$ cat src/include/tcp_snd_settings.svh
// Sizing of the word-granular TCP sender
// BUF_DEPTH must be a power of two no larger than half the sequence space
// DESC_DEPTH must be a power of two of at least 2
`ifndef TCP_SND_SETTINGS_SVH
`define TCP_SND_SETTINGS_SVH

// Sequence number and payload widths
`define SEQ_W 8
`define DATA_W 8

// Send buffer slots and largest segment in words
`define BUF_DEPTH 16
`define SEG_MAX 4

// Window in force after reset, in words
`define INIT_WND 8

// Segments the link can hold after reset, and emitter queue depth
`define LINK_CREDITS 2
`define DESC_DEPTH 2

`endif
$ cat src/verilog/tcp_snd_pkg.sv
// Shared types of the sender
// Sequence arithmetic is modulo 2^SEQ_W everywhere
`include "tcp_snd_settings.svh"

package tcp_snd_pkg;

	// Wide enough to hold SEG_MAX itself
	localparam int LEN_W = $clog2(`SEG_MAX + 1);

	// One sequence number, one per buffered word
	typedef logic [`SEQ_W-1:0] seq_t;

	// One payload word
	typedef logic [`DATA_W-1:0] data_t;

	// Segment length in words
	typedef logic [LEN_W-1:0] len_t;

	// Segment descriptor passed from the window controller to the emitter
	typedef struct packed {
		seq_t seq;
		len_t len;
	} seg_desc_t;

endpackage

$ cat src/verilog/seg_desc_if.sv
// Descriptor channel from the window controller to the emitter
// The source starts with DESC_DEPTH credits and spends one per desc_val pulse
// The destination pulses desc_credit once for every descriptor it pops
`timescale 1ns/1ps

interface seg_desc_if (
	input logic clk
);
	import tcp_snd_pkg::*;

	logic      desc_val;
	seg_desc_t desc;
	logic      desc_credit;

	// Window controller side
	modport src (
		input  clk,
		output desc_val,
		output desc,
		input  desc_credit
	);

	// Emitter side
	modport dst (
		input  clk,
		input  desc_val,
		input  desc,
		output desc_credit
	);

endinterface

$ cat src/verilog/tcp_snd.sv
// Top level of the windowed sender
// User side: start with BUF_DEPTH credits, one usr_val per credit
// Link side: the sender starts with LINK_CREDITS and spends one per header
// Acks have no flow control, one per cycle at most
`timescale 1ns/1ps

module tcp_snd (
	input  logic               clk,
	input  logic               rst_n,
	// User process
	input  logic               usr_val,
	input  tcp_snd_pkg::data_t usr_data,
	output logic               usr_credit,
	// Acknowledgements from the receiver
	input  logic               ack_val,
	input  tcp_snd_pkg::seq_t  ack_seq,
	input  tcp_snd_pkg::seq_t  ack_wnd,
	// Link
	output logic               seg_val,
	output tcp_snd_pkg::seq_t  seg_seq,
	output tcp_snd_pkg::len_t  seg_len,
	output logic               pay_val,
	output tcp_snd_pkg::data_t pay_data,
	input  logic               seg_credit
);
	import tcp_snd_pkg::*;

	seq_t  wr_seq;
	seq_t  snd_una;
	seq_t  rd_addr;
	data_t rd_data;

	seg_desc_if i_desc_if (
		.clk (clk)
	);

	snd_buffer i_buffer (
		.clk        (clk),
		.rst_n      (rst_n),
		.usr_val    (usr_val),
		.usr_data   (usr_data),
		.usr_credit (usr_credit),
		.snd_una    (snd_una),
		.wr_seq     (wr_seq),
		.rd_addr    (rd_addr),
		.rd_data    (rd_data)
	);

	snd_window_ctrl i_window_ctrl (
		.clk       (clk),
		.rst_n     (rst_n),
		.ack_val   (ack_val),
		.ack_seq   (ack_seq),
		.ack_wnd   (ack_wnd),
		.wr_seq    (wr_seq),
		.snd_una   (snd_una),
		.desc_port (i_desc_if.src)
	);

	seg_emitter i_emitter (
		.clk        (clk),
		.rst_n      (rst_n),
		.desc_port  (i_desc_if.dst),
		.seg_credit (seg_credit),
		.seg_val    (seg_val),
		.seg_seq    (seg_seq),
		.seg_len    (seg_len),
		.pay_val    (pay_val),
		.pay_data   (pay_data),
		.rd_addr    (rd_addr),
		.rd_data    (rd_data)
	);

endmodule

$ cat src/verilog/seg_emitter.sv
// Sends each queued segment as a header beat and seg_len payload beats
// Starts with LINK_CREDITS link credits and spends one per header
// Payload words come from the send buffer with one cycle of read latency
`timescale 1ns/1ps
`include "tcp_snd_settings.svh"

module seg_emitter (
	input  logic               clk,
	input  logic               rst_n,
	seg_desc_if.dst            desc_port,
	input  logic               seg_credit,
	output logic               seg_val,
	output tcp_snd_pkg::seq_t  seg_seq,
	output tcp_snd_pkg::len_t  seg_len,
	output logic               pay_val,
	output tcp_snd_pkg::data_t pay_data,
	output tcp_snd_pkg::seq_t  rd_addr,
	input  tcp_snd_pkg::data_t rd_data
);
	import tcp_snd_pkg::*;

	localparam int PTR_W = $clog2(`DESC_DEPTH);
	localparam int CNT_W = $clog2(`DESC_DEPTH + 1);
	localparam int LCR_W = $clog2(`LINK_CREDITS + 1);

	typedef logic [PTR_W-1:0] ptr_t;
	typedef logic [CNT_W-1:0] cnt_t;
	typedef logic [LCR_W-1:0] lcr_t;

	seg_desc_t q_mem [`DESC_DEPTH];
	ptr_t      q_wr;
	ptr_t      q_rd;
	cnt_t      q_cnt;
	lcr_t      link_cred;

	// Buffer reads still to issue for the current segment
	len_t rd_left;
	logic pop;

	// No new header until the last read of the running segment is out
	assign pop = (q_cnt != '0) && (link_cred != '0) && (rd_left == '0);

	assign desc_port.desc_credit = pop;
	assign pay_data = rd_data;

	always_ff @(posedge clk) begin
		if (!rst_n) begin
			q_wr      <= '0;
			q_rd      <= '0;
			q_cnt     <= '0;
			link_cred <= lcr_t'(`LINK_CREDITS);
			rd_left   <= '0;
			seg_val   <= 1'b0;
			pay_val   <= 1'b0;
		end else begin
			if (desc_port.desc_val) begin
				q_wr <= q_wr + 1'b1;
			end
			if (pop) begin
				q_rd <= q_rd + 1'b1;
			end
			q_cnt     <= q_cnt + cnt_t'(desc_port.desc_val) - cnt_t'(pop);
			link_cred <= link_cred - lcr_t'(pop) + lcr_t'(seg_credit);
			seg_val   <= pop;
			// A read issued this cycle is a payload beat next cycle
			pay_val   <= (rd_left != '0);
			if (pop) begin
				rd_left <= q_mem[q_rd].len;
			end else if (rd_left != '0) begin
				rd_left <= rd_left - 1'b1;
			end
		end
	end

	// Queue storage, header fields and buffer read address
	always_ff @(posedge clk) begin
		if (desc_port.desc_val) begin
			q_mem[q_wr] <= desc_port.desc;
		end
		if (pop) begin
			seg_seq <= q_mem[q_rd].seq;
			seg_len <= q_mem[q_rd].len;
			rd_addr <= q_mem[q_rd].seq;
		end else if (rd_left != '0) begin
			rd_addr <= rd_addr + 1'b1;
		end
	end

	// The link only returns credit for headers it has taken
	assert property (@(posedge clk) disable iff (!rst_n)
		seg_credit |-> (link_cred < `LINK_CREDITS));

	// Descriptor credits keep the queue from overflowing
	assert property (@(posedge desc_port.clk) disable iff (!rst_n)
		desc_port.desc_val |-> (q_cnt < `DESC_DEPTH));

endmodule

$ cat src/verilog/snd_window_ctrl.sv
// Window bookkeeping and segmentation for the sender
// Acks outside snd_una..snd_nxt are dropped whole, window included
// A segment is sized against the window as it stands after this cycle's ack
`timescale 1ns/1ps
`include "tcp_snd_settings.svh"

module snd_window_ctrl (
	input  logic              clk,
	input  logic              rst_n,
	input  logic              ack_val,
	input  tcp_snd_pkg::seq_t ack_seq,
	input  tcp_snd_pkg::seq_t ack_wnd,
	input  tcp_snd_pkg::seq_t wr_seq,
	output tcp_snd_pkg::seq_t snd_una,
	seg_desc_if.src           desc_port
);
	import tcp_snd_pkg::*;

	localparam int CRED_W = $clog2(`DESC_DEPTH + 1);

	typedef logic [CRED_W-1:0] cred_t;

	seq_t      snd_nxt;
	seq_t      snd_wnd;
	cred_t     desc_cred;
	logic      desc_val_q;
	seg_desc_t desc_q;

	logic ack_ok;
	seq_t una_n;
	seq_t wnd_n;
	seq_t flight_n;
	seq_t unsent;
	seq_t room;
	seq_t seg_lim;
	len_t seg_len;
	logic issue;

	// Ack must land between snd_una and snd_nxt, modulo the sequence space
	assign ack_ok = ack_val
		&& (seq_t'(ack_seq - snd_una) <= seq_t'(snd_nxt - snd_una));

	assign una_n = ack_ok ? ack_seq : snd_una;
	assign wnd_n = ack_ok ? ack_wnd : snd_wnd;

	// Smallest of SEG_MAX, unsent words and room left in the window
	always_comb begin
		flight_n = seq_t'(snd_nxt - una_n);
		unsent   = seq_t'(wr_seq - snd_nxt);
		room     = (wnd_n > flight_n) ? seq_t'(wnd_n - flight_n) : '0;
		seg_lim  = unsent;
		if (room < seg_lim) begin
			seg_lim = room;
		end
		if (seg_lim > `SEG_MAX) begin
			seg_lim = seq_t'(`SEG_MAX);
		end
		seg_len = len_t'(seg_lim);
	end

	// At most one descriptor every other cycle, and only against a credit
	assign issue = (desc_cred != '0) && (seg_len != '0) && !desc_val_q;

	always_ff @(posedge clk) begin
		if (!rst_n) begin
			snd_una    <= '0;
			snd_nxt    <= '0;
			snd_wnd    <= seq_t'(`INIT_WND);
			desc_cred  <= cred_t'(`DESC_DEPTH);
			desc_val_q <= 1'b0;
		end else begin
			snd_una    <= una_n;
			snd_wnd    <= wnd_n;
			desc_val_q <= issue;
			if (issue) begin
				snd_nxt <= snd_nxt + seg_len;
			end
			desc_cred <= desc_cred - cred_t'(issue) + cred_t'(desc_port.desc_credit);
		end
	end

	// Descriptor payload
	always_ff @(posedge clk) begin
		if (issue) begin
			desc_q.seq <= snd_nxt;
			desc_q.len <= seg_len;
		end
	end

	assign desc_port.desc_val = desc_val_q;
	assign desc_port.desc     = desc_q;

	// Every descriptor is 1..SEG_MAX long and fits the window
	assert property (@(posedge clk) disable iff (!rst_n)
		desc_val_q |-> (desc_q.len inside {[1:`SEG_MAX]})
			&& (seq_t'(snd_nxt - snd_una) <= snd_wnd));

	// The emitter never returns a credit that was not spent
	assert property (@(posedge clk) disable iff (!rst_n)
		desc_port.desc_credit |-> (desc_cred < `DESC_DEPTH));

endmodule

$ cat src/verilog/snd_buffer.sv
// Send buffer ring indexed by the low bits of the sequence number
// The user must hold a credit for every write and gets one back per freed slot
// rd_data follows rd_addr by one cycle
`timescale 1ns/1ps
`include "tcp_snd_settings.svh"

module snd_buffer (
	input  logic               clk,
	input  logic               rst_n,
	input  logic               usr_val,
	input  tcp_snd_pkg::data_t usr_data,
	output logic               usr_credit,
	input  tcp_snd_pkg::seq_t  snd_una,
	output tcp_snd_pkg::seq_t  wr_seq,
	input  tcp_snd_pkg::seq_t  rd_addr,
	output tcp_snd_pkg::data_t rd_data
);
	import tcp_snd_pkg::*;

	localparam int IDX_W = $clog2(`BUF_DEPTH);
	localparam int CNT_W = $clog2(`BUF_DEPTH) + 1;

	typedef logic [CNT_W-1:0] cnt_t;

	data_t mem [`BUF_DEPTH];

	// Last snd_una seen, and credits still owed to the user
	seq_t rel_seq;
	cnt_t cred_cnt;

	seq_t pending;
	seq_t in_use;

	// Owed credits plus whatever the current snd_una has just released
	assign pending = seq_t'(cred_cnt) + seq_t'(snd_una - rel_seq);

	// One pulse per cycle until the owed count drains
	assign usr_credit = (pending != '0);

	// Words written but not yet acknowledged
	assign in_use = seq_t'(wr_seq - snd_una);

	always_ff @(posedge clk) begin
		if (!rst_n) begin
			wr_seq   <= '0;
			rel_seq  <= '0;
			cred_cnt <= '0;
		end else begin
			if (usr_val) begin
				wr_seq <= wr_seq + 1'b1;
			end
			rel_seq  <= snd_una;
			cred_cnt <= cnt_t'(pending - seq_t'(usr_credit));
		end
	end

	// Word storage and registered read port
	always_ff @(posedge clk) begin
		if (usr_val) begin
			mem[wr_seq[IDX_W-1:0]] <= usr_data;
		end
		rd_data <= mem[rd_addr[IDX_W-1:0]];
	end

	// User credits must keep writes off unacknowledged slots
	assert property (@(posedge clk) disable iff (!rst_n)
		usr_val |-> (in_use < `BUF_DEPTH));

	// Never owe more credits than there are slots
	assert property (@(posedge clk) disable iff (!rst_n)
		pending <= `BUF_DEPTH);

endmodule

$ cat config.mk
export PLATFORM = sky130hd
export DESIGN_NAME = tcp_snd
export DESIGN_NICKNAME = d
export VERILOG_FILES = /design/src/verilog/tcp_snd_pkg.sv /design/src/verilog/seg_desc_if.sv /design/src/verilog/tcp_snd.sv /design/src/verilog/seg_emitter.sv /design/src/verilog/snd_window_ctrl.sv /design/src/verilog/snd_buffer.sv
export VERILOG_INCLUDE_DIRS = /design/src /design/src/include
export SDC_FILE = /design/constraint.sdc
export NUM_CORES = 1
export LEC_CHECK = 0
export BUFFER_PORTS_ARGS = -buffer_cell sky130_fd_sc_hd__buf_4
export CAP_MARGIN = 40
export CORE_MARGIN = 5
export CORE_UTILIZATION = 35
export DETAILED_ROUTE_END_ITERATION = 6
export PLACE_DENSITY = 0.5
export SETUP_SLACK_MARGIN = 0.4
export SLEW_MARGIN = 20
export SYNTH_ARGS = -nofsm -noshare
export SYNTH_HDL_FRONTEND = slang
export SYNTH_HIERARCHICAL = 1
export SYNTH_SLANG_ARGS = --single-unit
$ cat constraint.sdc
create_clock -name clk -period 12.45 [get_ports clk]
set_input_delay 1.245 -clock clk [delete_from_list [all_inputs] [get_ports clk]]
set_output_delay 1.245 -clock clk [all_outputs]
set_load 0.03 [all_outputs]
**Yosys cells after proc, flatten, opt, wreduce, memory -nomap -nowiden**

Memories as Yosys holds them, arrays and structs flattened. A register that Yosys moved wholly into a read port is not among the register bits.
Index checks and enable logic that the tools add are counted.

- $add $sub $neg: 20
- Magnitude comparators: 4
- Multiplexer cells: 15
- Reductions and logical operators: 14

Operators by type and width:

| cell | count |
|---|---|
| $mux W8 | 6 |
| $sub A8 B8 Y8 | 6 |
| $add A8 B1 Y8 const B | 2 |
| $mux W3 | 3 |
| $add A5 B8 Y8 | 1 |
| $add A8 B3 Y8 | 1 |
| $gt A8 B3 Y1 const B | 1 |
| $gt A8 B8 Y1 | 1 |
| $le A8 B8 Y1 | 1 |
| $lt A8 B8 Y1 | 1 |
| $reduce_bool A2 Y1 | 4 |
| $reduce_bool A8 Y1 | 1 |
| $add A2 B1 Y2 | 3 |
| $mux W1 | 6 |
| $reduce_bool A3 Y1 | 2 |
| $sub A2 B1 Y2 | 3 |
| $logic_and A1 B1 Y1 | 5 |
| $sub A5 B1 Y5 | 1 |
| $logic_not A3 Y1 | 1 |
| $sub A3 B1 Y3 const B | 1 |
| $add A1 B1 Y1 const B | 2 |
| $logic_not A1 Y1 | 1 |

- Register bits after elaboration: 89
- RAM bits: 150
- Output and inout port bits: 22
- Logic and storage cells: 75
- Memories kept: 2

Memory list:

| name | words | width | rd ports | clocked after Yosys merged registers in | wr ports | RTL line | RTL |
|---|---|---|---|---|---|---|---|
| i_buffer.mem | 16 | 8 | 1 | 1 | 1 | snd_buffer.sv:25 | `` data_t mem [`BUF_DEPTH]; `` |
| i_emitter.q_mem | 2 | 11 | 1 | 1 | 1 | seg_emitter.sv:30 | `` seg_desc_t q_mem [`DESC_DEPTH]; `` |

**Logic depth before layout (Yosys ltp)**

Gate-level depths: netlist of run 1.

- Depth in word-level cells: 16
- Depth in mapped cells: 50
- Depth with buffers taken out: 49

**Hierarchy**

The synthesis of run 1 kept the hierarchy.

Modules (own cells, without submodules):

| module | instances | cells an instance | area each (µm²) | seq. area each (µm²) |
|---|---|---|---|---|
| snd_buffer | 1 | 356 | 6,556.3 | 4,424.2 |
| snd_window_ctrl | 1 | 415 | 3,706.1 | 870.8 |
| seg_emitter | 1 | 155 | 2,220.9 | 1,471.4 |

**Worst setup path after synthesis of run 1**

No wires, ideal clock.

- Path type: input to register
- Start point: in ack_seq[1]
- End point: reg i_window_ctrl.snd_nxt[6]
- Setup time: 0.072 ns
- Data arrival time: 9.652 ns
- Setup slack: 2.726 ns
- Stages: 47
- Path through: ha_1 nor2b_1 o21ai_0 nand2b_1 a21o_1 a21o_1 a21o_1 a21oi_1 xnor2_1 ha_1 and4_4 nand2_1 nor3_1 nor2_4 clkbuf_1 mux2i_1 ha_1 buf_1 (+11 left out) a31o_2 ha_1 nand4_1 a21oi_1 a21oi_1 nand2_1 a31oi_1 nor4b_2 a32o_2 inv_1 a211oi_1 ha_1 inv_1 fa_1 nor2b_1 o21ai_0 a2111oi_4 mux2i_1

- Longest elaborated chain between the ends: 14
- Elaborated cells on any way between the ends: 17

RTL lines:

| element | RTL line | RTL |
|---|---|---|
| start, declared | tcp_snd.sv:16 | `input tcp_snd_pkg::seq_t ack_seq,` |
| $sub A8 B8 Y8 | snd_window_ctrl.sv:41 | `&& (seq_t'(ack_seq - snd_una) <= seq_t'(snd_nxt - snd_una));` |
| $le A8 B8 Y1 | snd_window_ctrl.sv:41 |  |
| $logic_and A1 B1 Y1 | snd_window_ctrl.sv:41 |  |
| $mux W8 | snd_window_ctrl.sv:43 | `assign una_n = ack_ok ? ack_seq : snd_una;` |
| $sub A8 B8 Y8 | snd_window_ctrl.sv:48 | `flight_n = seq_t'(snd_nxt - una_n);` |
| $sub A8 B8 Y8 / $gt A8 B8 Y1 (equally long branches) | snd_window_ctrl.sv:50 | `room = (wnd_n > flight_n) ? seq_t'(wnd_n - flight_n) : '0;` |
| $mux W8 (*) | snd_window_ctrl.sv:50 |  |
| $lt A8 B8 Y1 | snd_window_ctrl.sv:52 | `if (room < seg_lim) begin` |
| $mux W8 (*) | snd_window_ctrl.sv:52 |  |
| $gt A8 B3 Y1 (no line) | n/a |  |
| $mux W3 (*) | snd_window_ctrl.sv:55 | `` if (seg_lim > `SEG_MAX) begin `` |
| net i_window_ctrl.seg_lim[2] | snd_window_ctrl.sv:35 | `seq_t seg_lim;` |
| parallel branches: the longest is 3 deep, another holds $add A8 B3 Y8 | n/a |  |
| end signal, assigned | snd_window_ctrl.sv:76 | `snd_nxt <= snd_nxt + seg_len;` |
| end, declared | snd_window_ctrl.sv:23 | `seq_t snd_nxt;` |

Mark *: on every way through the listed nets, which the timed path passes.
A chain may end at the register's enable or synchronous reset.

**Final worst setup path of run 1**

- Start point: in ack_seq[1]
- End point: reg i_window_ctrl.snd_nxt[6]

- Longest elaborated chain between the ends: 14
- Elaborated cells on any way between the ends: 17

RTL lines:

| element | RTL line | RTL |
|---|---|---|
| $sub A8 B8 Y8 (*) | snd_window_ctrl.sv:41 |  |
| $le A8 B8 Y1 (*) | snd_window_ctrl.sv:41 |  |
| $logic_and A1 B1 Y1 (*) | snd_window_ctrl.sv:41 |  |
| $mux W8 (*) | snd_window_ctrl.sv:43 |  |
| net i_window_ctrl.una_n[0] | snd_window_ctrl.sv:30 | `seq_t una_n;` |
| $sub A8 B8 Y8 (*) | snd_window_ctrl.sv:48 |  |
| $sub A8 B8 Y8 / $gt A8 B8 Y1 (equally long branches) | snd_window_ctrl.sv:50 |  |
| $mux W8 (*) | snd_window_ctrl.sv:50 |  |
| $lt A8 B8 Y1 | snd_window_ctrl.sv:52 |  |
| $mux W8 (*) | snd_window_ctrl.sv:52 |  |
| $gt A8 B3 Y1 (no line) | n/a |  |
| $mux W3 (*) | snd_window_ctrl.sv:55 |  |
| net i_window_ctrl.seg_lim[2] | snd_window_ctrl.sv:35 |  |
| parallel branches: the longest is 3 deep, another holds $add A8 B3 Y8 | n/a |  |

Marks and branches as above.

==> reports/results.txt, run 1 <==
Total GRT Usage: 13.0%
Maximum clock frequency: 99.7 MHz
Met2 usage: 20.2%
Die height: 197 um
Worst R2R Path Depth: 45
Busiest grt layer: met2
Setup crit start: ack_seq[1]
Port bufs: 50
Post-cts sizing count: 0
Endpoints failing setup: 0
Inserted Diodes: 0
Synth-to-Final Area Change: 14.2%
Largest stage delay, worst path: 460 ps
Core Rows: 68
HPWL Detailed: 18000 um
Share of cells above drive strength 1: 16.3%
Placed cell count: 1377
Crit path launch type: primary input
Clock Skew: 16.6 ps
Slew @ Worst Pin: 668 ps
Buffer levels on the longest clock path: 3
Mean post-synth cell area: 13.6 um^2
Setup crit end kind: register
Routed WL: 25000 um
Crit path max fanout: 17
Synth warn: 6
Initial antenna violation count: 0
Nets@finish: 1067
CP arrival: 10510 ps
Routed wire length per instance: 17.5 um
Critical-path top delay cell: or4b_1
Vias per cell: 4.84
Reg-to-reg endpoint: i_window_ctrl/snd_nxt[6]
Mapped Area: 12200 um^2
Syn nets: 1017
First DRT Iteration DRCs: 365
Gr ovfl total: 0
Core Region: 34500 um^2
Die ar.: 38800 um^2
RSZ-0062 raised after global routing: false
Final Hold Vio Count: 0
Worst R2R Start: i_window_ctrl/snd_una[1]
Number of CTS-inserted buffers: 28
Status: finished, final reports clean
Crit path time final: 10040 ps
Root buffer cell: clkbuf_16
Initial core utilization: 35.4%
CTS tree: done
Worst R2R Setup Slack: 2510 ps
Critical path class: primary input to register
Max_cap viols: 0
Post-CTS Hold Fix Bufs: 0
Clk_lat worst skew: 550 ps
H-tree levels: 1
Slew Limit Fails: 0
CTS clock-pin slew for the worst setup and hold paths: 60 ps
Vias: 6915
Fin Setup TNS: 0 ps
Die Wd: 197 um
Req. time, crit path: 12920 ps
First-pass GRT wire length: 40300 um
Setup Fix Bufs, Post-CTS: 0
Vias in the first global route: 7210
RD Place Congestion: 0.815
WP buf/inv: 4
# IOs: 51
# DRC: 0
Clock sinks: 244
First-pass DRT Iterations: 6
Dominant delay contributor by cell family on the critical path: compound AO/OA/AOI/OAI gates
Largest net degree at the start of global routing: 51
Slew margin rel.: 55.5%
Hold depth: 0
Cell Count, Final, Fillers Out: 1429
Tcrit/Tclk final: 80.6%
WP depth: 45
Hold Path Class: register to register
Most frequent CP cell: ha_1
Routed Antenna Nets: 0
Met3 Use GR: 2.05%
Post-Synthesis Cells: 902
Met1 Usage GRT: 19.2%
Crit path capture: i_window_ctrl/snd_nxt[6]
worst min-delay path by stage:
stage	to	slack, ps	startpoint
CTS	i_emitter/q_mem[0][4]	450	i_window_ctrl/desc_port.desc[4]
detailed placement	i_emitter/q_mem[0][9]	430	i_window_ctrl/desc_port.desc[9]
global route	i_emitter/q_mem[0][4]	460	i_window_ctrl/desc_port.desc[4]
floorplan	i_emitter/q_mem[0][0]	420	i_window_ctrl/desc_port.desc[0]
finish	i_emitter/q_mem[1][1]	450	i_window_ctrl/desc_port.desc[1]
global placement	i_emitter/q_mem[0][8]	420	i_window_ctrl/desc_port.desc[8]
per-stage QoR:
stage,instance area [um^2],hold WS [ps],utilization (%),setup slack [ps]
3_3_place_gp,13000,424,37.6,2120
3_5_place_dp,13000,430,37.6,1830
6_report,14000,449,40.5,2410
2_1_floorplan,12200,421,-,2730
4_1_cts,14000,450,40.5,2380
5_1_grt,14000,460,40.5,1540
sequential cells by signal, summed over array words and instances, names as in the netlist, 2 cells and up, named ones only:
signal / cells
i_emitter/q_cnt: 2
i_buffer/rel_seq: 8
i_buffer/wr_seq: 8
i_window_ctrl/desc_port.desc: 11
i_emitter/seg_len: 3
i_buffer/rd_data: 8
i_emitter/seg_seq: 8
i_window_ctrl/desc_cred: 2
i_emitter/q_mem: 22
i_window_ctrl/snd_una: 8
i_emitter/rd_addr: 4
i_buffer/cred_cnt: 5
i_window_ctrl/snd_nxt: 8
i_emitter/link_cred: 2
i_buffer/mem: 128
i_window_ctrl/snd_wnd: 8
i_emitter/rd_left: 3
worst reg2reg max path, delay by kind of cell (launching register included):
kind | cells | cell delay (ps)
XOR/XNOR | 1 | 120
buffers and inverters | 4 | 420
adder cells (fa/ha/maj) | 8 | 2230
multiplexers | 1 | 200
AND/OR/NAND/NOR | 14 | 2900
AO/OA/AOI/OAI | 17 | 3480
flip-flops | 1 | 490
layout by cell type (no fill, tap or decap), types with 4 or more instances in the layout:
cell         n
clkbuf_16   29
a21o_1      15
o211ai_1     7
nand2_1     31
mux2_2      17
inv_1       74
nor3_1      10
a211oi_1     7
and2_1      45
clkbuf_8     5
o2111ai_1    5
mux2i_1     14
buf_4       54
dfxtp_1     68
mux4_2      12
xor2_1      21
fa_1        10
clkinv_2     4
ha_1        76
nand4_1      9
edfxtp_1   176
nor2b_1     16
nor2_1      41
nand2b_1     9
mux4_1      28
a21oi_1     29
o21ai_0     26
nand3_1     15
xnor2_1     39
final cells by class:
type                            instances  area [um^2]
Clock buffer                           37          806
Clock inverter                         15          174
Fill cell                            3348        20600
Inverter                               76          285
Multi-Input combinational cell        548         5100
Sequential cell                       244         6650
Tap cell                              455          569
Timing Repair Buffer                   54          405
layer usage:
metal | vias to the layer above | wire (um)
li1 | 3440 | -
met1 | 3322 | 12400
met2 | 121 | 11000
met3 | 32 | 1110
met4 | 0 | 511
met5 | - | 0
Power of run 1 is not shown: default switching activity piles up to over one toggle a cycle in this logic, so the estimate is an artifact.
==> inputs of run 2 (changes only) <==
Settings changed: ABC_AREA set to 1, PLACE_DENSITY 0.5 to 0.52.
Clock period 12.45 ns to 9.1 ns, I/O delays scaled along.
==> run 2 against run 1 <==
Effect of this change:
- clock-buffer cell count decreased by 2
- area after synthesis increased by 3.8%
- critical path depth is 2 higher
- clock skew rose by 1.3 ps
==> reports/results.txt, run 2 <==
Status: finished, final reports clean (unchanged)
Clock sinks: 244 (unchanged)
Vias per cell: 4.64 (was 4.84)
Root buffer cell: clkbuf_16 (unchanged)
Critical path class: register to register (was primary input to register)
Req. time, crit path: 9570 ps (was 12920 ps)
Setup crit end kind: register (unchanged)
Critical-path top delay cell: fa_1 (was or4b_1)
CTS tree: done (unchanged)
Max reg flops: 128 (unchanged)
First DRT Iteration DRCs: 463 (was 365)
Vias in the first global route: 8426 (was 7210)
Buffer levels on the longest clock path: 3 (unchanged)
Crit path max fanout: 13 (was 17)
Most frequent CP cell: ha_1 (unchanged)
Largest net degree at the start of global routing: 74 (was 51)
Slew Limit Fails: 0 (unchanged)
Clk_lat worst skew: 560 ps (was 550 ps)
Min-delay src: i_window_ctrl/desc_port.desc[3] (was i_window_ctrl/desc_port.desc[1])
Final Hold Vio Count: 0 (unchanged)
Slew margin rel.: 43.5% (was 55.5%)
Die ar.: 40200 um^2 (was 38800 um^2)
Inserted Diodes: 0 (unchanged)
Mean post-synth cell area: 9.47 um^2 (was 13.6 um^2)
Initial core utilization: 35.6% (was 35.4%)
Synth warn: 6 (unchanged)
# DRC: 0 (unchanged)
RSZ-0062 raised after global routing: false (unchanged)
CP arrival: 8480 ps (was 10510 ps)
Die height: 200 um (was 197 um)
Slew @ Worst Pin: 847 ps (was 668 ps)
Routed Antenna Nets: 0 (unchanged)
Syn nets: 1456 (was 1017)
First-pass GRT wire length: 44400 um (was 40300 um)
RD Place Congestion: 0.839 (was 0.815)
Largest stage delay, worst path: 390 ps (was 460 ps)
Post-CTS Hold Fix Bufs: 0 (unchanged)
# IOs: 51 (unchanged)
Crit path launch type: register (was primary input)
First-pass DRT Iterations: 4 (was 6)
Most frequent cells in the layout: nand2_1 (252), inv_1 (230), edfxtp_1 (176) (was edfxtp_1 (176), ha_1 (76), inv_1 (74))
Clock Skew: 17.8 ps (was 16.6 ps)
Hold Path Class: register to register (unchanged)
Worst R2R Start: i_window_ctrl/snd_nxt[0] (was i_window_ctrl/snd_una[1])
Max_cap viols: 0 (unchanged)
Total GRT Usage: 13.3% (was 13.0%)
Number of CTS-inserted buffers: 29 (was 28)
Crit path time final: 8020 ps
Gr ovfl total: 0 (unchanged)
Initial antenna violation count: 1 (was 0)
Core Region: 35700 um^2 (was 34500 um^2)
H-tree levels: 1 (unchanged)
Synth-to-Final Area Change: 15.2% (was 14.2%)
Fin Setup TNS: 0 ps (unchanged)
Routed wire length per instance: 14.5 um (was 17.5 um)
HPWL Detailed: 19400 um (was 18000 um)
Share of cells above drive strength 1: 13.1% (was 16.3%)
Mapped Area: 12700 um^2 (was 12200 um^2)
Post-Synthesis Cells: 1341 (was 902)
Most common cell after layout, fill and taps aside: nand2_1 (was edfxtp_1)
Maximum clock frequency: 125 MHz
Tcrit/Tclk final: 88.1%
Endpoints failing setup: 0 (unchanged)
CTS clock-pin slew for the worst setup and hold paths: 60 ps (about the same)
Setup crit start: i_window_ctrl/snd_nxt[0] (was ack_seq[1])
Die Wd: 200 um (was 197 um)
Core Rows: 69 (was 68)
Port bufs: 50 (unchanged)
Nets@finish: 1518 (was 1067)
Routed WL: 27400 um (was 25000 um)
Vias: 8765 (was 6915)
==> run 2: worst paths after layout <==
check / end / slack (ps) / depth (start not counted)
setup / recovery: i_window_ctrl/snd_nxt[6] / 1080 / 47
hold / removal: i_emitter/q_mem[1][3] / 440 / 0
setup reg to reg: i_window_ctrl/snd_nxt[6] / 1080 / 47
hold reg to reg: i_emitter/q_mem[1][3] / 440 / 0
==> run 2: what timing repair did <==
item / in CTS / in global routing
endpoints found under the setup margin: 0 / 9
resized for setup: 0 / 17
buffers inserted: 0 / 1
==> run 2: stage by stage <==
stage / area [um^2] / setup slack, ps / hold WS (ps) / std cells / utilization [%]
floorplan: 12700 / 1030 / 420 / 1341 / -
global placement: 13500 / 380 / 423 / 1819 / 37.8
detailed placement: 13600 / 84.4 / 430 / 1831 / 38.0
CTS: 14600 / 451 / 444 / 1885 / 40.9
global route: 14600 / 405 / 462 / 1887 / 41.0
finish: 14600 / 1080 / 444 / 1887 / 41.0
==> run 2: layout make-up <==
class / instances / area (um^2)
fill: 3524 / 21000
sequential: 244 / 6650
multi-input combinational: 821 / 4940
inverter: 235 / 882
clock buffer: 35 / 778
tap: 461 / 577
timing repair buffer: 72 / 541
clock inverter: 19 / 256
==> run 2: worst max-delay path, delay by kind of cell, from the launching register on <==
family,cells,cell delay (ps)
AO/OA/AOI/OAI,8,1680
adder cells (fa/ha/maj),9,2530
buffers and inverters,7,640
XOR/XNOR,3,480
flip-flops,1,350
AND/OR/NAND/NOR,20,2220
==> run 2: routing by layer <==
layer	routed length, um	GRT usage [%]	vias up
met3	1000	2.33	46
met2	12200	21.5	135
met5	20	0	-
met4	660	3.22	2
li1	-	-	4533
met1	13400	18.8	4049
Power of run 2 is left out for the same reason.
==> inputs of run 3 (changes only) <==
Settings changed: SYNTH_HIERARCHICAL 1 to not set.
==> run 3 against run 2 <==
Effect of this change:
- global-route usage grew 0.90 points
- die area fell by 5.8%
- critical endpoint is now i_window_ctrl.snd_nxt[6]
- first-iteration DRC count down 5.4%
- critical path type unchanged
==> reports/results.txt, run 3 <==
Async SR Flop Fraction: 0%
Routed wire length per instance: 15.8 um (was 14.5 um)
First DRT Iteration DRCs: 438 (was 463)
Endpoints failing setup: 0 (unchanged)
Die height: 195 um (was 200 um)
Top cells by area, synth: edfxtp_1 (44%), dfxtp_1 (11%), ha_1 (8.2%)
Largest area contributor in the synthesized netlist: edfxtp_1
Gr ovfl total: 0 (unchanged)
Vias per cell: 4.77 (was 4.64)
Number of CTS-inserted buffers: 28 (was 29)
RSZ-0062 raised after global routing: false (unchanged)
Total GRT Usage: 14.2% (was 13.3%)
Inserted Diodes: 0 (unchanged)
Vias: 8170 (was 8765)
H-tree levels: 1 (unchanged)
Fin Setup TNS: 0 ps (unchanged)
Multi-input logic area: 4690 um^2 (was 4940 um^2)
HPWL Detailed: 18900 um (was 19400 um)
Sequential Area: 6660 um^2 (was 6650 um^2)
Vias in the first global route: 8092 (was 8426)
Layout filler cell count: 3276 (was 3524)
# IOs: 51 (unchanged)
Most frequent cells after synthesis: nand2_1 (183), edfxtp_1 (176), inv_1 (146)
Mapped Area: 11900 um^2 (was 12700 um^2)
Final Hold Vio Count: 0 (unchanged)
Status: finished, final reports clean (unchanged)
Sequential area share after synthesis: 55.7%
Most frequent CP cell: nand2_1 (was ha_1)
Slew margin rel.: 45.7% (was 43.5%)
Mean post-synth cell area: 10.3 um^2 (was 9.47 um^2)
Most common cell after layout, fill and taps aside: nand2_1 (unchanged)
Core Rows: 67 (was 69)
Primary FF master, synth: edfxtp_1
Synthesized flop and latch total: 244
Tcrit/Tclk final: 88.8% (was 88.1%)
Share of cells above drive strength 1: 15.6% (was 13.1%)
RD Place Congestion: 0.843 (was 0.839)
Synth warn: 0 (was 6)
Most frequent cells in the layout: nand2_1 (182), edfxtp_1 (176), inv_1 (144) (was nand2_1 (252), inv_1 (230), edfxtp_1 (176))
Syn nets: 1281 (was 1456)
Post-Synthesis Cells: 1163 (was 1341)
Maximum clock frequency: 124 MHz (was 125 MHz)
Die Wd: 195 um (was 200 um)
Critical path class: register to register (unchanged)
Largest stage delay, worst path: 380 ps (was 390 ps)
Max reg flops: 128 (unchanged)
Initial antenna violation count: 0 (was 1)
CP arrival: 8580 ps (was 8480 ps)
Slew Limit Fails: 0 (unchanged)
Max_cap viols: 0 (unchanged)
Routed WL: 27100 um (was 27400 um)
Post-CTS Hold Fix Bufs: 0 (unchanged)
Crit path launch type: register (unchanged)
Core Region: 33600 um^2 (was 35700 um^2)
Die ar.: 37900 um^2 (was 40200 um^2)
Most numerous cell in the Yosys netlist: nand2_1
CTS tree: done (unchanged)
Post-synth top area share: 44.3%
Yosys cell types: 47
Req. time, crit path: 9590 ps (was 9570 ps)
Setup crit end kind: register (unchanged)
# DRC: 0 (unchanged)
Clock Skew: 34.1 ps (was 17.8 ps)
Nets@finish: 1361 (was 1518)
Buffer levels on the longest clock path: 3 (unchanged)
Critical-path top delay cell: fa_1 (unchanged)
Post-synth EDFFs: 176
Crit path time final: 8090 ps (was 8020 ps)
Crit path max fanout: 6 (was 13)
First-pass DRT Iterations: 4 (unchanged)
Port bufs: 50 (unchanged)
First-pass GRT wire length: 44000 um (was 44400 um)
Slew @ Worst Pin: 811 ps (was 847 ps)
Initial core utilization: 35.5% (was 35.6%)
Clk_lat worst skew: 560 ps (about the same)
Largest net degree at the start of global routing: 68 (was 74)
Synth-to-Final Area Change: 18.0% (was 15.2%)
CTS clock-pin slew for the worst setup and hold paths: 60 ps (about the same)
Hold Path Class: register to register (unchanged)
Root buffer cell: clkbuf_16 (unchanged)
Routed Antenna Nets: 0 (unchanged)
Clock sinks: 244 (unchanged)
==> run 3: changes by cell type in the layout (fill, tap and decap cells not counted), sizes merged, moves of 7 or more <==
cell,previous run,this run
clkinv,7,14
o21ai,64,81
o22ai,0,13
inv,237,149
mux2,0,10
nand3,110,46
a221oi,0,12
nand2,274,200
buf,72,82
nor2,98,112
o211ai,33,2
==> run 3: per-layer routing <==
metal	track usage, %	wire [um]	vias up
met4	2.89	382	0
met2	22.4	12300	139
met1	21.1	13400	3881
met5	0	0	-
met3	1.94	1060	32
li1	-	-	4118
==> run 3: cells by family after synthesis <==
group / after synthesis / synth area share [%]
xor gates and xnor gates: 44 / 3.23
DFF: 244 / 55.7
adders and majority gates: 89 / 10.0
muxes: 13 / 1.20
AOI/OAI and AO/OA: 203 / 9.85
buffers and inverters: 184 / 5.80
and+or+nand+nor: 386 / 14.2
==> run 3: worst max-delay path: cells and delay by family (launching register included) <==
| family | cells | cell delay (ps) |
|---|---|---|
| and+or+nand+nor | 28 | 2920 |
| adders and majority gates | 8 | 2230 |
| AOI/OAI and AO/OA | 11 | 1650 |
| buffers and inverters | 6 | 560 |
| xor gates and xnor gates | 2 | 330 |
| DFF | 1 | 310 |
==> run 3: worst paths after layout <==
check | from | endpoint | slack [ps] | depth (start not counted)
worst max-delay path | i_window_ctrl.snd_nxt[1] | i_window_ctrl.snd_nxt[6] | 1010 | 55
worst min-delay path | i_window_ctrl.snd_una[4] | i_buffer.rel_seq[4] | 430 | 2
worst max register to register | i_window_ctrl.snd_nxt[1] | i_window_ctrl.snd_nxt[6] | 1010 | 55
worst min register to register | i_window_ctrl.snd_una[4] | i_buffer.rel_seq[4] | 430 | 2
==> run 3: timing repair <==
action                                  in CTS  in global routing
endpoints found under the setup margin       0                  8
resized for setup                            0                 40
buffers inserted                             0                  3
==> run 3: area by class of cell <==
type	instances	share of cell area [%]
Clock inverter	18	1.58
Multi-Input combinational cell	735	33.3
Sequential cell	244	47.3
Timing Repair Buffer	82	4.43
Tap cell	448	3.98
Inverter	152	4.05
Clock buffer	34	5.35
==> run 3: per-stage QoR <==
stage | hold slack, ps | std cells | instance area [um^2] | setup WS [ps] | utilization, %
after global routing | 452 | 1713 | 14100 | 352 | 41.9
after floorplan | 407 | 1163 | 11900 | 792 | -
after global placement | 413 | 1642 | 12800 | 268 | 38.2
after detailed placement | 418 | 1654 | 12900 | 98.0 | 38.5
after CTS | 432 | 1706 | 13900 | 486 | 41.4
final | 431 | 1713 | 14100 | 1010 | 41.9
Power of run 3 is left out for the same reason.
